## config.mk

```make
export PLATFORM = sky130hd
export DESIGN_NAME = cache_load_align
export DESIGN_NICKNAME = d
export VERILOG_FILES = /design/src/logic/cache_op_pkg.sv /design/src/logic/cache_cfg_pkg.sv /design/src/logic/cache_load_align.sv
export SDC_FILE = /design/constraint.sdc
export NUM_CORES = 1
export LEC_CHECK = 0
export ABC_AREA = 1
export BUFFER_PORTS_ARGS = -buffer_cell sky130_fd_sc_hd__buf_2
export CORE_MARGIN = 4
export CORE_UTILIZATION = 46
export DETAILED_ROUTE_END_ITERATION = 10
export GPL_TIMING_DRIVEN = 0
export PLACE_DENSITY = 0.93
export RECOVER_POWER = 50
export SLEW_MARGIN = 10
export SYNTH_ARGS = -nofsm -noshare
export SYNTH_HDL_FRONTEND = slang
export SYNTH_SLANG_ARGS = --single-unit
```

## constraint.sdc

```tcl
create_clock -name vclk -period 1.78
set_input_delay 0 -clock vclk [all_inputs]
set_output_delay 0 -clock vclk [all_outputs]
set_load 0.02 [all_outputs]
```

## src/logic/cache_op_pkg.sv

```systemverilog
package cache_op_pkg;

  typedef enum logic [2:0] {
    op_lb  = 3'd0,
    op_lbu = 3'd1,
    op_lh  = 3'd2,
    op_lhu = 3'd3,
    op_lw  = 3'd4,
    op_sb  = 3'd5,
    op_sh  = 3'd6,
    op_sw  = 3'd7
  } cache_op_e;

  typedef enum logic [1:0] {
    size_byte = 2'd0,
    size_half = 2'd1,
    size_word = 2'd2
  } size_e;

  typedef struct packed {
    logic  st_op;
    size_e size;
    logic  sigext;
  } cache_decode_s;

endpackage

```

## src/logic/cache_cfg_pkg.sv

```systemverilog
package cache_cfg_pkg;

  // cache geometry
  localparam int word_width_c  = 32;
  localparam int addr_width_c  = 16;
  localparam int ways_c        = 2;
  localparam int sets_c        = 16;
  localparam int block_words_c = 4;

  localparam int lg_ways_c   = $clog2(ways_c);
  localparam int lg_sets_c   = $clog2(sets_c);
  localparam int lg_block_c  = $clog2(block_words_c);
  localparam int byte_off_c  = $clog2(word_width_c / 8);
  localparam int tag_width_c = addr_width_c - lg_sets_c - lg_block_c - byte_off_c;

  typedef logic [word_width_c-1:0] word_t;

  typedef struct packed {
    logic [tag_width_c-1:0] tag;
    logic [lg_sets_c-1:0]   index;
    logic [lg_block_c-1:0]  word_off;
    logic [byte_off_c-1:0]  byte_off;
  } cache_addr_fields_s;

  // flat byte address or split fields
  typedef union packed {
    logic [addr_width_c-1:0] flat;
    cache_addr_fields_s      f;
  } cache_addr_u;

  typedef struct packed {
    logic                   valid;
    logic [tag_width_c-1:0] tag;
  } way_meta_s;

  // lru names the way to evict next
  typedef struct packed {
    logic [ways_c-1:0] dirty;
    logic [ways_c-2:0] lru;
  } set_stat_s;

endpackage
```

## src/logic/cache_load_align.sv

```systemverilog
`timescale 1ns/1ps

module cache_load_align (
  input  cache_op_pkg::cache_decode_s          tv_decode_i,
  input  logic [cache_cfg_pkg::byte_off_c-1:0] byte_off_i,
  input  cache_cfg_pkg::word_t                 hit_word_i,
  output cache_cfg_pkg::word_t                 data_o
);
  import cache_cfg_pkg::*;
  import cache_op_pkg::*;

  logic [7:0]  byte_sel;
  logic [15:0] half_sel;

  assign byte_sel = hit_word_i[8*byte_off_i +: 8];
  assign half_sel = hit_word_i[16*byte_off_i[1] +: 16];

  always_comb begin
    if (tv_decode_i.st_op) begin
      data_o = '0;
    end
    else begin
      case (tv_decode_i.size)
        size_byte: data_o = {{(word_width_c-8){tv_decode_i.sigext & byte_sel[7]}}, byte_sel};
        size_half: data_o = {{(word_width_c-16){tv_decode_i.sigext & half_sel[15]}}, half_sel};
        default:   data_o = hit_word_i;
      endcase
    end
  end

endmodule

```

==> impl_metrics.yaml <==
grt:
  grt_util_met2_pct: 43.2
  grt_pass1_vias: 1236
  top_usage_layer: "met2"
  use_met1_pct: 28.5
  grt_max_degree: 11
  grt_pass1_wl_um: 4990
  grt_use_met3_pct: 1.42
  antenna_found_initial: 0
  grt.overflow.total: 0
  grt_use_total_pct: 22.7
synth:
  synth.most_common_cell: "nand2_1"
  synth_nets: 228
  seq_area_frac_synth_pct: 0
  synth_area_leaders: "nand2_1, nor2_4, nor2_1"
  mappedNetlistArea_um2: 908
  yosys-top-cells-count: "nand2_1, nor2_1, inv_1"
  synth_top_cell_by_area: "nand2_1"
  synth.distinct_cells: 18
  synthCells: 190
  synth_warnings: 0
  yosys.area.top_type_share_pct: 42.1
  syn_avg_cell_area_um2: 4.78
cells_and_area:
  final_area_um2: 1260
  drive_gt1_share_pct: 29.8
  seq_cells: 0
  fin_nets: 298
  clkbuf_count: 0
  regArea_um2: 0
  antenna_cells: 0
  syn_to_final_growth_pct: 38.8
sta:
  slew_headroom_pct: 61.9
  period_needed_ns: 1.38
  worst_pin_slew_ns: 0.571
  fin_setup_tns_ns: 0
  fmax_mhz: 725
  final-max-slew-violation-count: 0
  hold_viol: 0
  setup_violations: 0
  rsz0062_at_grt: "false"
  postLayoutSetupSlackWorst_ns: 0.400
  period_share_pct: 77.5
placement:
  dpl.hpwl_um: 2510
  placed_area_um2: 1280
  gp_congestion: 0.819
  numPortBuffers: 68
  place_ws_ns: 0.440
route:
  ant_nets: 0
  vias: 1354
  drc_errors: 0
  wl_um: 3010
  first_pass_iters: 4
  viasPerCell: 4.78
  wl_per_cell_um: 10.6
  drt_iter0_markers: 23
floorplan:
  fp.dieW_um: 52.4
  die-area_um2: 2750
  rows: 15
  io_pins: 70
  core_um2: 1800
  dieHeight_um: 52.4
  initial_core_util_pct: 50.4
worst_setup_path:
  crit_path_start_kind: "primary input"
  worstPathMaxFanout: 10
  critical_path_class: "primary input to output pin"
  crit_arrival_ns: 1.38
  endpoint_kind: "output pin"
  required_ns: 1.78
  crit_start: "byte_off_i[1]"
hold_path:
  hold_end: "data_o[7]"
  holdPathStages: 3
  min_from: "tv_decode_i[3]"
  hp-class: "primary input to output pin"
power_and_ir_drop:
  ir_worst_vdd_uv: 211
  total_power_uw: 365
  powerDensity_nw_per_um2: 290
  p_leak_uw: 0.000859
clock_network:
  hold_buffers: 0
  post-cts-setup-buffers: 0
  ctsResizeCount: 0
job:
  cap_violations: 0
outcome:
  outcome: "finished clean"
-- power breakdown --
group	switching, uW	total, uW	internal, uW
Sequential	0	0	0
Combinational	237	365	128
Clock	0	0	0
Total	237	365	128
-- cell type report --
class                           count  area (um2)
Timing Repair Buffer               68         323
Multi-Input combinational cell    162         767
Fill cell                         208         541
Buffer                              8        57.6
Tap cell                           25        31.3
Inverter                           20        82.6
-- worst max-delay path, cell delays in order --
cell	delay, ns
buf_4	0.14
inv_1	0.18
nand2_1	0.07
nand2_1	0.11
nand2_2	0.07
nand2_2	0.09
nand2_4	0.10
nand3_4	0.08
nand2_4	0.09
buf_12	0.18
nor2_4	0.08
buf_2	0.17
-- layer usage --
layer,up-vias,share of wire [%]
met3,2,7.3
met4,0,0.23
li1,706,-
met5,-,0
met2,59,50
met1,587,42
-- layout by cell type, fill, tap and decap left out, drive strengths merged --
cell type,netlist,layout
nand2,107,107
buf,4,57
nor2,35,35
inv,20,20
clkbuf,4,19
nand3,17,17
a21oi,3,3
-- kinds of logic (layout without fill, tap and decap cells) --
group	count (synthesis)	after routing	synth area share, %
and+or+nand+nor	159	159	82.8
buffers and inverters	28	96	15.6
AOI/OAI and AO/OA	3	3	1.65
-- worst max path at each step --
stage	slack (ns)	end
2_1_floorplan	0.74	data_o[21]
3_3_place_gp	0.49	data_o[24]
3_5_place_dp	0.44	data_o[26]
4_1_cts	0.44	data_o[26]
5_1_grt	0.26	data_o[5]
6_report	0.40	data_o[26]
-- per-stage QoR --
stage | util [%] | instances | hold slack (ns)
3_5_place_dp | 71.0 | 283 | 0.263
6_report | 70.0 | 283 | 0.279
5_1_grt | 70.0 | 283 | 0.290
4_1_cts | 71.0 | 283 | 0.265
2_1_floorplan | - | 190 | 0.0769
3_3_place_gp | 71.0 | 283 | 0.263
Power figures use the tool's default switching activity.
