$ cat config.mk
export PLATFORM = sky130hd
export DESIGN_NAME = cache_decode
export DESIGN_NICKNAME = d
export VERILOG_FILES = /design/src/logic/cache_op_pkg.sv /design/src/logic/cache_cfg_pkg.sv /design/src/logic/cache_decode.sv
export SDC_FILE = /design/constraint.sdc
export NUM_CORES = 1
export LEC_CHECK = 0
export ABC_AREA = 0
export BUFFER_PORTS_ARGS = -buffer_cell sky130_fd_sc_hd__buf_2
export CAP_MARGIN = 15
export CELL_PAD_IN_SITES_DETAIL_PLACEMENT = 1
export CELL_PAD_IN_SITES_GLOBAL_PLACEMENT = 1
export CORE_AREA = 2 2 86 67
export DETAILED_ROUTE_END_ITERATION = 7
export DIE_AREA = 0 0 88 69
export HOLD_SLACK_MARGIN = 0.02
export PLACE_DENSITY_LB_ADDON = 0.1
export SYNTH_ARGS = -nofsm -noshare
export SYNTH_HDL_FRONTEND = slang
export SYNTH_SLANG_ARGS = --single-unit
$ cat constraint.sdc
create_clock -name clk_i -period 2.6 [get_ports clk_i]
set_input_delay 0.13 -clock clk_i [delete_from_list [all_inputs] [get_ports clk_i]]
set_output_delay 0.13 -clock clk_i [all_outputs]
set_load 0.1 [all_outputs]
$ cat src/logic/cache_op_pkg.sv
package cache_op_pkg;

  typedef enum logic [2:0] {
    op_lb  = 3'd0,
    op_lbu = 3'd1,
    op_lh  = 3'd2,
    op_lhu = 3'd3,
    op_lw  = 3'd4,
    op_sb  = 3'd5,
    op_sh  = 3'd6,
    op_sw  = 3'd7
  } cache_op_e;

  typedef enum logic [1:0] {
    size_byte = 2'd0,
    size_half = 2'd1,
    size_word = 2'd2
  } size_e;

  typedef struct packed {
    logic  st_op;
    size_e size;
    logic  sigext;
  } cache_decode_s;

endpackage

$ cat src/logic/cache_cfg_pkg.sv
package cache_cfg_pkg;

  // cache geometry
  localparam int word_width_c  = 32;
  localparam int addr_width_c  = 16;
  localparam int ways_c        = 2;
  localparam int sets_c        = 16;
  localparam int block_words_c = 4;

  localparam int lg_ways_c   = $clog2(ways_c);
  localparam int lg_sets_c   = $clog2(sets_c);
  localparam int lg_block_c  = $clog2(block_words_c);
  localparam int byte_off_c  = $clog2(word_width_c / 8);
  localparam int tag_width_c = addr_width_c - lg_sets_c - lg_block_c - byte_off_c;

  typedef logic [word_width_c-1:0] word_t;

  typedef struct packed {
    logic [tag_width_c-1:0] tag;
    logic [lg_sets_c-1:0]   index;
    logic [lg_block_c-1:0]  word_off;
    logic [byte_off_c-1:0]  byte_off;
  } cache_addr_fields_s;

  // flat byte address or split fields
  typedef union packed {
    logic [addr_width_c-1:0] flat;
    cache_addr_fields_s      f;
  } cache_addr_u;

  typedef struct packed {
    logic                   valid;
    logic [tag_width_c-1:0] tag;
  } way_meta_s;

  // lru names the way to evict next
  typedef struct packed {
    logic [ways_c-1:0] dirty;
    logic [ways_c-2:0] lru;
  } set_stat_s;

endpackage
$ cat src/logic/cache_decode.sv
`timescale 1ns/1ps

module cache_decode (
  input  logic                        clk_i,
  input  logic                        reset_i,
  input  cache_op_pkg::cache_op_e     cache_op_i,
  input  cache_cfg_pkg::cache_addr_u  addr_i,
  input  cache_cfg_pkg::word_t        data_i,
  input  logic                        v_i,
  output logic                        ready_o,
  input  logic                        advance_i,
  output logic                        tl_v_o,
  output cache_op_pkg::cache_decode_s tl_decode_o,
  output cache_cfg_pkg::cache_addr_u  tl_addr_o,
  output cache_cfg_pkg::word_t        tl_data_o
);
  import cache_cfg_pkg::*;
  import cache_op_pkg::*;

  cache_decode_s decode;
  logic          tl_v_r;
  cache_decode_s tl_decode_r;
  cache_addr_u   tl_addr_r;
  word_t         tl_data_r;

  always_comb begin
    case (cache_op_i)
      op_lb:   decode = '{st_op: 1'b0, size: size_byte, sigext: 1'b1};
      op_lbu:  decode = '{st_op: 1'b0, size: size_byte, sigext: 1'b0};
      op_lh:   decode = '{st_op: 1'b0, size: size_half, sigext: 1'b1};
      op_lhu:  decode = '{st_op: 1'b0, size: size_half, sigext: 1'b0};
      op_sb:   decode = '{st_op: 1'b1, size: size_byte, sigext: 1'b0};
      op_sh:   decode = '{st_op: 1'b1, size: size_half, sigext: 1'b0};
      op_sw:   decode = '{st_op: 1'b1, size: size_word, sigext: 1'b0};
      default: decode = '{st_op: 1'b0, size: size_word, sigext: 1'b0};
    endcase
  end

  // TL moves on only when TV can take its entry
  assign ready_o = ~tl_v_r | advance_i;

  always_ff @(posedge clk_i) begin
    if (reset_i) begin
      tl_v_r <= 1'b0;
    end
    else if (ready_o) begin
      tl_v_r <= v_i;
    end
  end

  always_ff @(posedge clk_i) begin
    if (ready_o & v_i) begin
      tl_decode_r <= decode;
      tl_addr_r   <= addr_i;
      tl_data_r   <= data_i;
    end
  end

  assign tl_v_o      = tl_v_r;
  assign tl_decode_o = tl_decode_r;
  assign tl_addr_o   = tl_addr_r;
  assign tl_data_o   = tl_data_r;

  a_legal_op: assert property (@(posedge clk_i) disable iff (reset_i)
    v_i && ready_o |-> !$isunknown(cache_op_i))
    else $error("unknown opcode accepted");

endmodule

==> results.py <==
metrics = {
    "run_status": {
        "status": "completed",
    },
    "finish": {
        "fin_nets": 281,
        "final_area_um2": 2855,
        "instances_no_fill": 302,
        "antennaDiodeCount": 0,
        "fillers": 538,
        "multi_input_area_um2": 55.05,
        "final-seq-area_um2": 1582,
        "drive_above_1_share_pct": 51.10,
        "area_growth_pct": 74.46,
    },
    "clock_network": {
        "clock_sinks": 53,
        "cts_setup_buffers": 0,
        "cts_htree_levels": 2,
        "cts_hold_buf": 48,
        "cts_made_buffers": 5,
        "path_clk_slew_ps": 90,
        "cts_buffer_depth": 2,
        "cts_tree": "yes",
        "clock_latency_ps": 290,
        "cts.repair.resized": 0,
        "cts-root-buf": "clkbuf_8",
    },
    "critical_path": {
        "r2r_slack_ps": 1030,
        "timing.rr.start": "tl_v_o$_SDFFE_PP0N_",
        "critPathMaxFanout": 27,
        "crit_path_end_kind": "flop",
        "crit_arrival_ps": 1570,
        "critical_path_class": "flop to flop",
        "r2r-end": "tl_data_o[21]$_DFFE_PP_",
        "start_kind": "flop",
        "rr_worst_depth": 3,
        "startpoint": "tl_v_o$_SDFFE_PP0N_",
        "required_ps": 2600,
    },
    "floorplan": {
        "fp.dieH_um": 69,
        "core-area_um2": 5209,
        "row_count": 23,
        "ios": 109,
        "dieArea_um2": 6072,
        "start_util_pct": 31.42,
        "die-width_um": 88,
    },
    "timing": {
        "fin_skew_ps": 6.752,
        "tightest_slew_ps": 634.0,
        "rsz0062_at_grt": "false",
        "layout_setup_ws_ps": 1033,
        "max_freq_mhz": 638.1,
        "relSlewSlack_pct": 57.73,
        "min_period_ps": 1567,
        "setup_tns_ps": 0,
        "fin_crit_sh_pct": 60.28,
        "setup_viol": 0,
        "finalHoldViolations": 0,
        "finalMaxSlewViolations": 0,
    },
    "yosys": {
        "synthCells": 62,
        "synth-seq-area-share_pct": 96.64,
        "syn-cell-area_um2": 1637,
        "synth_top_cell_by_area": "edfxtp_1",
        "synthTopCellsByArea": "edfxtp_1 95%, dfxtp_1 1.2%, and2_1 0.76%, xnor2_1 0.54%, a21boi_0 0.46%",
        "yosys.area.top_type_share_pct": 95.41,
        "syn_nets": 117,
        "ys_warn_count": 0,
        "synth.distinct_cells": 10,
        "synth-seq-cells": 53,
        "syn_area_per_cell_um2": 26.40,
    },
    "pwr": {
        "peakVddDrop_v": 0.0003109,
        "p_int_uw": 1304,
        "power_leakage_uw": 0.001210,
        "power_density_nw_per_um2": 694.4,
        "switchingPower_uw": 678.8,
        "switching_share_pct": 34.24,
        "clockPowerShare_pct": 22.1,
        "power_uw": 1983,
        "power_frac_seq_pct": 50.9,
        "pwr-share-comb_pct": 27.0,
    },
    "min_path": {
        "hp-class": "input port to flop",
        "hold_path_end": "tl_data_o[8]$_DFFE_PP_",
        "hold_start": "data_i[8]",
        "min_path_cells": 1,
    },
    "placed_design": {
        "routabilityCongestion": 0.6578,
        "port_buffers": 108,
        "dpl.cell_count": 246,
        "post-place-ws_ps": 1042,
        "place_area_um2": 2295,
    },
    "routing": {
        "drt_iter0_drc": 54,
        "drt_wl_total_mm": 4.104,
        "vias": 1175,
        "viasPerCell": 3.891,
        "post_drt_wl_per_cell_um": 13.59,
        "antenna_left": 0,
        "drc": 0,
        "firstDrtPassIters": 4,
    },
    "global_routing": {
        "track_usage_pct": 13.73,
        "first_global_vias": 1275,
        "grt_max_degree": 28,
        "grt_pass1_wl_mm": 6.279,
        "antenna_found_initial": 0,
        "grt_overflow": 0,
    },
    "flow_run": {
        "drv_cap": 0,
    },
}
sequential cells by signal (all words and copies together), names as in the netlist:
name / cells
tl_addr_o: 16
tl_v_o: 1
tl_decode_o: 4
tl_data_o: 32
Yosys cell counts (all sizes together):
| master | count |
|---|---|
| inv | 1 |
| dfxtp | 1 |
| and2 | 2 |
| a21oi | 1 |
| a21boi | 1 |
| edfxtp | 52 |
| nor2 | 1 |
| xnor2 | 1 |
| o21a | 1 |
| nand2b | 1 |
layer usage:
metal	part of all wire (%)	wire, µm	track usage (%)
met1	40	1659	16.05
met2	50	2057	23.40
met3	9.0	371	5.030
met4	0.39	16	4.103
met5	0	0	0
final cells by class:
type | instances | area share (%)
flip-flops and latches | 53 | 55.39
clock buffers | 8 | 2.805
well taps | 75 | 3.287
multi-input cells | 8 | 1.928
inverters | 1 | 0.1315
repair buffers | 157 | 36.46
through the flow:
step / util (%) / hold WS (ps)
after floorplan: - / 199.1
after global placement: 44.05 / 285.5
after detailed placement: 44.05 / 295.0
after CTS: 54.82 / 25.39
after global routing: 54.82 / 22.70
final: 54.82 / 30.17
power groups by stage:
stage	registers, µW	logic [µW]	clock network (µW)
6_report	1010	535	438
5_1_grt	1020	553	492
4_1_cts	1010	537	454
3_5_place_dp	1030	480	0
3_3_place_gp	1030	476	0
2_1_floorplan	1390	25.9	0
cells in the final DEF, fill, tap and decap left out, drive strengths merged:
| cell type | n |
|---|---|
| buf | 109 |
| edfxtp | 52 |
| dlygate4sd3 | 48 |
| clkbuf | 8 |
| and2 | 2 |
| xnor2 | 1 |
| a21boi | 1 |
| o21a | 1 |
| nor2 | 1 |
| nand2b | 1 |
| inv | 1 |
| a21oi | 1 |
| dfxtp | 1 |
worst max-delay path: stages (launching register included):
cell      delay (ps)
dfxtp_1          340
nand2b_2          90
and2_2           570
buf_12           270
how the worst max path moves through the flow:
stage,cells past startpoint,end
floorplan,2,tl_addr_o[0]$_DFFE_PP_
global placement,3,tl_data_o[17]$_DFFE_PP_
detailed placement,3,tl_data_o[16]$_DFFE_PP_
CTS,3,tl_data_o[19]$_DFFE_PP_
global route,3,tl_data_o[4]$_DFFE_PP_
finish,3,tl_data_o[21]$_DFFE_PP_
logic make-up (layout without fill, tap and decap cells):
group | count (synthesis) | count (layout) | synth area share (%)
flip-flops | 53 | 53 | 96.64
AND/OR/NAND/NOR | 4 | 4 | 1.376
AO/OA/AOI/OAI | 3 | 3 | 1.223
XOR/XNOR | 1 | 1 | 0.5353
buffers and inverters | 1 | 166 | 0.2291
No activity file was read; power rests on OpenSTA's default activity.
