File: src/logic/cache_op_pkg.sv
package cache_op_pkg;

  typedef enum logic [2:0] {
    op_lb  = 3'd0,
    op_lbu = 3'd1,
    op_lh  = 3'd2,
    op_lhu = 3'd3,
    op_lw  = 3'd4,
    op_sb  = 3'd5,
    op_sh  = 3'd6,
    op_sw  = 3'd7
  } cache_op_e;

  typedef enum logic [1:0] {
    size_byte = 2'd0,
    size_half = 2'd1,
    size_word = 2'd2
  } size_e;

  typedef struct packed {
    logic  st_op;
    size_e size;
    logic  sigext;
  } cache_decode_s;

endpackage

File: src/logic/cache_cfg_pkg.sv
package cache_cfg_pkg;

  // cache geometry
  localparam int word_width_c  = 32;
  localparam int addr_width_c  = 16;
  localparam int ways_c        = 2;
  localparam int sets_c        = 16;
  localparam int block_words_c = 4;

  localparam int lg_ways_c   = $clog2(ways_c);
  localparam int lg_sets_c   = $clog2(sets_c);
  localparam int lg_block_c  = $clog2(block_words_c);
  localparam int byte_off_c  = $clog2(word_width_c / 8);
  localparam int tag_width_c = addr_width_c - lg_sets_c - lg_block_c - byte_off_c;

  typedef logic [word_width_c-1:0] word_t;

  typedef struct packed {
    logic [tag_width_c-1:0] tag;
    logic [lg_sets_c-1:0]   index;
    logic [lg_block_c-1:0]  word_off;
    logic [byte_off_c-1:0]  byte_off;
  } cache_addr_fields_s;

  // flat byte address or split fields
  typedef union packed {
    logic [addr_width_c-1:0] flat;
    cache_addr_fields_s      f;
  } cache_addr_u;

  typedef struct packed {
    logic                   valid;
    logic [tag_width_c-1:0] tag;
  } way_meta_s;

  // lru names the way to evict next
  typedef struct packed {
    logic [ways_c-1:0] dirty;
    logic [ways_c-2:0] lru;
  } set_stat_s;

endpackage
File: src/logic/cache_miss_if.sv
`timescale 1ns/1ps

interface cache_miss_if;
  import cache_cfg_pkg::*;

  // lookup side
  logic                       miss_v;
  cache_addr_u                miss_addr;
  way_meta_s [ways_c-1:0]     meta;
  set_stat_s                  stat;
  word_t                      evict_data;

  // miss engine side
  logic                       done;
  logic [lg_ways_c-1:0]       fill_way;
  logic                       fill_we;
  logic [lg_block_c-1:0]      fill_offset;
  word_t                      fill_data;
  logic [lg_block_c-1:0]      evict_offset;

  modport lookup (
    output miss_v, miss_addr, meta, stat, evict_data,
    input  done, fill_way, fill_we, fill_offset, fill_data, evict_offset
  );

  modport miss (
    input  miss_v, miss_addr, meta, stat, evict_data,
    output done, fill_way, fill_we, fill_offset, fill_data, evict_offset
  );

endinterface

File: src/logic/cache_lookup.sv
`timescale 1ns/1ps

module cache_lookup (
  input  logic                        clk_i,
  input  logic                        reset_i,
  input  logic                        tl_v_i,
  input  cache_op_pkg::cache_decode_s tl_decode_i,
  input  cache_cfg_pkg::cache_addr_u  tl_addr_i,
  input  cache_cfg_pkg::word_t        tl_data_i,
  input  logic                        yumi_i,
  output logic                        advance_o,
  output logic                        tv_v_o,
  output cache_op_pkg::cache_decode_s tv_decode_o,
  output cache_cfg_pkg::cache_addr_u  tv_addr_o,
  output cache_cfg_pkg::word_t        hit_word_o,
  cache_miss_if.lookup                miss
);
  import cache_cfg_pkg::*;
  import cache_op_pkg::*;

  logic          tv_v_r;
  cache_decode_s tv_decode_r;
  cache_addr_u   tv_addr_r;
  word_t         tv_data_r;

  way_meta_s [ways_c-1:0] meta_r [sets_c];
  set_stat_s              stat_r [sets_c];
  word_t                  data_r [sets_c][ways_c][block_words_c];

  logic [lg_sets_c-1:0]      idx;
  logic [ways_c-1:0]         hit_v;
  logic                      hit_found;
  logic [lg_ways_c-1:0]      hit_way;
  logic                      retire;
  logic [word_width_c/8-1:0] byte_en;
  word_t                     st_word;

  assign idx = tv_addr_r.f.index;

  // compare against live array contents
  for (genvar w = 0; w < ways_c; w++) begin : g_cmp
    assign hit_v[w] = meta_r[idx][w].valid & (meta_r[idx][w].tag == tv_addr_r.f.tag);
  end

  assign hit_found = |hit_v;
  assign hit_way   = hit_v[1];
  assign tv_v_o    = tv_v_r & hit_found;
  assign retire    = tv_v_o & yumi_i;
  assign advance_o = ~tv_v_r | retire;

  always_ff @(posedge clk_i) begin
    if (reset_i) begin
      tv_v_r <= 1'b0;
    end
    else if (advance_o) begin
      tv_v_r <= tl_v_i;
    end
  end

  always_ff @(posedge clk_i) begin
    if (advance_o & tl_v_i) begin
      tv_decode_r <= tl_decode_i;
      tv_addr_r   <= tl_addr_i;
      tv_data_r   <= tl_data_i;
    end
  end

  // store lanes and replicated store data
  always_comb begin
    case (tv_decode_r.size)
      size_byte: begin
        byte_en = 4'b0001 << tv_addr_r.f.byte_off;
        st_word = {4{tv_data_r[7:0]}};
      end
      size_half: begin
        byte_en = 4'b0011 << {tv_addr_r.f.byte_off[1], 1'b0};
        st_word = {2{tv_data_r[15:0]}};
      end
      default: begin
        byte_en = 4'b1111;
        st_word = tv_data_r;
      end
    endcase
  end

  always_ff @(posedge clk_i) begin
    if (reset_i) begin
      for (int s = 0; s < sets_c; s++) begin
        meta_r[s] <= '0;
        stat_r[s] <= '0;
      end
    end
    else begin
      if (retire) begin
        stat_r[idx].lru <= ~hit_way;
        if (tv_decode_r.st_op) begin
          stat_r[idx].dirty[hit_way] <= 1'b1;
        end
      end
      // done doubles as the tag write strobe
      if (miss.done) begin
        meta_r[idx][miss.fill_way] <= {1'b1, tv_addr_r.f.tag};
        stat_r[idx].dirty[miss.fill_way] <= 1'b0;
      end
    end
  end

  always_ff @(posedge clk_i) begin
    if (miss.fill_we) begin
      data_r[idx][miss.fill_way][miss.fill_offset] <= miss.fill_data;
    end
    if (retire & tv_decode_r.st_op) begin
      for (int b = 0; b < word_width_c / 8; b++) begin
        if (byte_en[b]) begin
          data_r[idx][hit_way][tv_addr_r.f.word_off][8*b +: 8] <= st_word[8*b +: 8];
        end
      end
    end
  end

  assign hit_word_o  = data_r[idx][hit_way][tv_addr_r.f.word_off];
  assign tv_decode_o = tv_decode_r;
  assign tv_addr_o   = tv_addr_r;

  assign miss.miss_v     = tv_v_r & ~hit_found;
  assign miss.miss_addr  = tv_addr_r;
  assign miss.meta       = meta_r[idx];
  assign miss.stat       = stat_r[idx];
  assign miss.evict_data = data_r[idx][miss.fill_way][miss.evict_offset];

  a_one_hit: assert property (@(posedge clk_i) disable iff (reset_i)
    tv_v_r |-> $countones(hit_v) <= 1)
    else $error("more than one way hit");

  a_done_in_miss: assert property (@(posedge clk_i) disable iff (reset_i)
    miss.done |-> miss.miss_v)
    else $error("miss done without a pending miss");

endmodule

File: src/flat_wrapper.sv
// flat-port wrapper written by rule: the top's interface ports become plain ports
module cache_lookup_flat import cache_cfg_pkg::*; import cache_op_pkg::*;
  (clk_i, reset_i, tl_v_i, tl_decode_i, tl_addr_i, tl_data_i, yumi_i, advance_o, tv_v_o, tv_decode_o, tv_addr_o, hit_word_o, miss_miss_v, miss_miss_addr, miss_meta, miss_stat, miss_evict_data, miss_done, miss_fill_way, miss_fill_we, miss_fill_offset, miss_fill_data, miss_evict_offset);
  cache_miss_if miss_i ();
  input  logic clk_i;
  input  logic reset_i;
  input  logic tl_v_i;
  input  cache_op_pkg::cache_decode_s tl_decode_i;
  input  cache_cfg_pkg::cache_addr_u tl_addr_i;
  input  cache_cfg_pkg::word_t tl_data_i;
  input  logic yumi_i;
  output logic advance_o;
  output logic tv_v_o;
  output cache_op_pkg::cache_decode_s tv_decode_o;
  output cache_cfg_pkg::cache_addr_u tv_addr_o;
  output cache_cfg_pkg::word_t hit_word_o;
  output wire logic [$bits(miss_i.miss_v)-1:0] miss_miss_v;
  output wire logic [$bits(miss_i.miss_addr)-1:0] miss_miss_addr;
  output wire logic [$bits(miss_i.meta)-1:0] miss_meta;
  output wire logic [$bits(miss_i.stat)-1:0] miss_stat;
  output wire logic [$bits(miss_i.evict_data)-1:0] miss_evict_data;
  input wire logic [$bits(miss_i.done)-1:0] miss_done;
  input wire logic [$bits(miss_i.fill_way)-1:0] miss_fill_way;
  input wire logic [$bits(miss_i.fill_we)-1:0] miss_fill_we;
  input wire logic [$bits(miss_i.fill_offset)-1:0] miss_fill_offset;
  input wire logic [$bits(miss_i.fill_data)-1:0] miss_fill_data;
  input wire logic [$bits(miss_i.evict_offset)-1:0] miss_evict_offset;
  assign miss_miss_v = miss_i.miss_v;
  assign miss_miss_addr = miss_i.miss_addr;
  assign miss_meta = miss_i.meta;
  assign miss_stat = miss_i.stat;
  assign miss_evict_data = miss_i.evict_data;
  assign miss_i.done = miss_done;
  assign miss_i.fill_way = miss_fill_way;
  assign miss_i.fill_we = miss_fill_we;
  assign miss_i.fill_offset = miss_fill_offset;
  assign miss_i.fill_data = miss_fill_data;
  assign miss_i.evict_offset = miss_evict_offset;
  cache_lookup u_core (.clk_i(clk_i), .reset_i(reset_i), .tl_v_i(tl_v_i), .tl_decode_i(tl_decode_i), .tl_addr_i(tl_addr_i), .tl_data_i(tl_data_i), .yumi_i(yumi_i), .advance_o(advance_o), .tv_v_o(tv_v_o), .tv_decode_o(tv_decode_o), .tv_addr_o(tv_addr_o), .hit_word_o(hit_word_o), .miss(miss_i));
endmodule
File: config.mk
export PLATFORM = sky130hd
export DESIGN_NAME = cache_lookup_flat
export DESIGN_NICKNAME = d
export VERILOG_FILES = /design/src/logic/cache_op_pkg.sv /design/src/logic/cache_cfg_pkg.sv /design/src/logic/cache_miss_if.sv /design/src/logic/cache_lookup.sv /design/src/flat_wrapper.sv
export SDC_FILE = /design/constraint.sdc
export NUM_CORES = 2
export LEC_CHECK = 0
export BUFFER_PORTS_ARGS = -buffer_cell sky130_fd_sc_hd__buf_4
export CORE_MARGIN = 8
export CORE_UTILIZATION = 25
export DETAILED_ROUTE_END_ITERATION = 12
export PLACE_DENSITY = 0.45
export SLEW_MARGIN = 20
export SYNTH_ARGS = -nofsm -noshare
export SYNTH_HDL_FRONTEND = slang
export SYNTH_MEMORY_MAX_BITS = 65536
export SYNTH_SLANG_ARGS = --single-unit
File: constraint.sdc
create_clock -name clk_i -period 6.7 [get_ports clk_i]
set_clock_uncertainty 0.05 [all_clocks]
set_input_delay 0.67 -clock clk_i [delete_from_list [all_inputs] [get_ports clk_i]]
set_output_delay 0.67 -clock clk_i [all_outputs]
set_load 0.005 [all_outputs]
==> impl_metrics.py <==
metrics = {
    "grt": {
        "grt_use_total": 0.155,
        "grt_max_degree": 128,
        "grt_remaining_overflow": 0,
        "antenna_found_initial": 70,
        "grt_pass1_vias": 93900,
        "grt_first_pass_wirelength_mm": 814,
    },
    "setup_path": {
        "crit_required_ps": 5980,
        "arrival_ps": 5630,
        "critPathLaunchType": "flop",
        "end_kind": "primary output",
        "path_class": "reg2out",
        "cp_max_fo": 98,
    },
    "routing": {
        "first_iter_violations": 9615,
        "via_per_inst": 4.78,
        "vias": 90900,
        "wl_per_cell_um": 31.6,
        "post-route-drc-count": 0,
        "antenna_left": 0,
        "wl_mm": 602,
        "dr.pass1.iters": 5,
    },
    "clock_network": {
        "path_clk_slew_ps": 60,
        "clockBufferDepth": 4,
        "cts_tree": "built",
        "clk_latency_ps": 1010,
        "h-tree-depth": 5,
        "cts_root_buffer": "clkbuf_16",
        "cts.sink_count": 4489,
        "cts_made_buffers": 449,
    },
    "synth": {
        "post-synth-top-area-fraction": 0.737,
        "ys.flop_type": "edfxtp_1",
        "synth_edf_count": 4452,
        "synth_area_mm2": 0.181,
        "syn_nets": 8340,
        "yosysTopAreaCell": "edfxtp_1",
        "synthCells": 8245,
        "ys_seq_area_frac": 0.742,
        "synth_cell_types": 56,
        "ys_top_cells_by_area": "edfxtp_1 74%, mux4_2 18%, mux2_2 2.1%, clkbuf_1 0.85%, and2_1 0.84%",
        "ys_seq_elements": 4489,
        "yosysWarningCount": 0,
        "avgSynthCellArea_um2": 22.0,
        "async_reset_ff_frac": 0,
    },
    "finish": {
        "final_nets": 9100,
        "synthToLayoutAreaGrowth_pct": 17.8,
        "final_cells": 19000,
        "drive_gt1_frac": 0.366,
    },
    "timing": {
        "relSlewSlack": 0.224,
        "finalSetupTns_ps": 0,
        "period_needed_ps": 6350,
        "rsz0062_at_grt": "no",
        "finalCritPeriodShare": 0.948,
        "worst_pin_slew_ps": 1160,
        "setup_violations": 0,
        "clock.fmax_ghz": 0.157,
        "slew_viol_final": 0,
        "hold_viol": 0,
    },
    "outcome": {
        "status": "completed",
    },
    "placed_design": {
        "dpl.hpwl_mm": 397,
        "place_congestion": 0.802,
        "numPortBuffers": 218,
        "placed_cells": 18100,
    },
    "flow_run": {
        "max_cap_violations": 0,
    },
    "floorplanning": {
        "dieArea_mm2": 0.753,
        "initial_utilization": 0.250,
        "io-pin-count": 219,
        "die_height_um": 868,
        "chipWidth_um": 868,
        "row_count": 313,
        "coreArea_mm2": 0.725,
    },
    "power_and_ir_drop": {
        "p_sw_frac": 0.237,
        "power_density_mw_per_mm2": 293,
        "pwr-share-comb": 0.096,
        "clkPwrFrac": 0.407,
        "seqPwrFrac": 0.498,
        "leakage_nw": 66.2,
        "p_int_w": 0.0477,
        "power.switching_w": 0.0148,
        "ir_drop_uv": 249,
    },
    "worst_hold_path": {
        "holdCritPathClass": "in2reg",
    },
}
-- critical path, cell delays in order (launching register included) --
cell and delay, ps:
dfxtp_4 730, buf_12 460, buf_16 520, mux4_2 650, mux4_2 550, and2_1 250
o32a_1 320, a31oi_1 190, o221ai_1 340, buf_4 280
-- cells by family after synthesis --
kind of cell / after synthesis / share of synthesized area
mux: 1873 / 0.207
compound gates: 478 / 0.0151
xor+xnor: 16 / 0.000814
buf+inv: 621 / 0.0143
simple gates: 768 / 0.0210
flops: 4489 / 0.742
-- through the flow --
stage,setup slack (ps),hold slack (ps),total power (W),instance area [um2],utilization
2_1_floorplan,2080,371,0.0349,181000,-
3_3_place_gp,581,381,0.0377,198000,0.273
3_5_place_dp,938,389,0.0378,198000,0.273
4_1_cts,53.1,202,0.0632,213000,0.295
5_1_grt,131,280,0.0642,213000,0.295
6_report,350,333,0.0625,214000,0.295
-- flip-flops by register name, summed over array words and instances, names as in the netlist, named ones only --
name,cells
u_core.meta_r,288
u_core.tv_v_r,1
u_core.miss.miss_addr,16
u_core.tv_decode_o,4
u_core.stat_r,48
u_core.data_r,4096
u_core.tv_data_r,32
-- per-layer routing --
metal	share of wire	global-route usage	up-vias	wire [um]
li1	-	-	36300	-
met1	0.40	0.200	50400	244000
met2	0.50	0.265	3386	298000
met3	0.068	0.0309	703	41000
met4	0.032	0.0430	24	19100
met5	0.00025	0	-	153
-- timing repair --
item	CTS	global route
gates resized for setup	2	0
buffers inserted	2	0
hold buffers	55	0
hold endpoints to repair	61	0
endpoints found under the setup margin	4	0
-- final cells by class --
type                            instances  area (um2)
Timing Repair Buffer                  919        7540
Antenna cell                           31        77.6
Tap cell                             9607       12000
Inverter                               11        56.3
Multi-Input combinational cell       3135       44700
Fill cell                           70000      511000
Clock inverter                        297        2970
Clock buffer                          534       11800
Sequential cell                      4489      134000
-- worst paths after layout --
path / slack, ps / depth (start not counted) / start / end
setup reg to reg: 1110 / 10 / flop / u_core.data_r[6][163]
setup / recovery: 350 / 9 / flop / hit_word_o[23]
hold / removal: 330 / 2 / tl_decode_i[0] / u_core.tv_decode_o[0]
hold reg to reg: 400 / 1 / u_core.meta_r[15][17] / u_core.meta_r[15][17]
-- synthesized netlist by cell type, types with 3 or more instances --
cell type / instances
o311a_1: 3
o21ai_0: 54
edfxtp_1: 4452
inv_1: 7
a31oi_1: 25
clkbuf_1: 411
and2_0: 4
buf_4: 30
xnor2_1: 12
o21ai_1: 8
nand2_1: 54
buf_6: 6
buf_2: 81
and2_1: 244
nor2b_1: 6
dfxtp_1: 37
mux2i_1: 65
nand4_2: 14
xor2_1: 3
a211oi_1: 22
o221ai_1: 5
buf_1: 82
a21o_1: 36
a22oi_1: 3
a21oi_1: 278
nand3_1: 29
nand4_1: 5
and3_1: 4
nand2b_1: 3
o21bai_1: 17
nor2_1: 342
mux2_2: 337
nor3_1: 54
o31ai_1: 18
mux4_2: 1470
-- power groups by stage --
stage          combinational [W]  sequential [W]  clock [W]
5_1_grt                  0.00624          0.0311     0.0269
3_3_place_gp             0.00601          0.0317          0
3_5_place_dp             0.00607          0.0317          0
6_report                 0.00598          0.0311     0.0254
2_1_floorplan            0.00325          0.0316          0
4_1_cts                  0.00613          0.0311     0.0259
-- placed cells by master (no fill, tap or decap), types with 6 or more instances in the layout --
cell type      synthesis  routed
a31oi_2                0      10
o21bai_1              17      17
nor2b_1                6       6
nand2_1               54      43
o21ai_0               54      48
clkbuf_16              0     457
a21oi_1              278     278
nand2_4                0      11
buf_4                 30     822
clkinvlp_4             0      31
buf_12                 0      38
nand4_2               14      14
clkinv_2               0      95
nor3_1                54      51
a21o_1                36      36
nand3_4                0       8
nor2_2                 0      10
nand3_1               29      20
dlygate4sd3_1          0      55
a211oi_1              22      22
xnor2_1               12      12
edfxtp_1            4452    4452
bufinv_16              0      48
clkinv_4               0      16
mux2_2               337     337
o31ai_1               18      18
clkbuf_1             411      74
o21ai_2                0       9
mux2i_1               65      65
clkinv_1               2      86
a31oi_1               25      12
mux4_2              1470    1470
dfxtp_1               37      33
nor2_1               342     332
inv_6                  0       9
diode_2                0      31
and2_1               244     244
(Power assumes the default switching activity.)
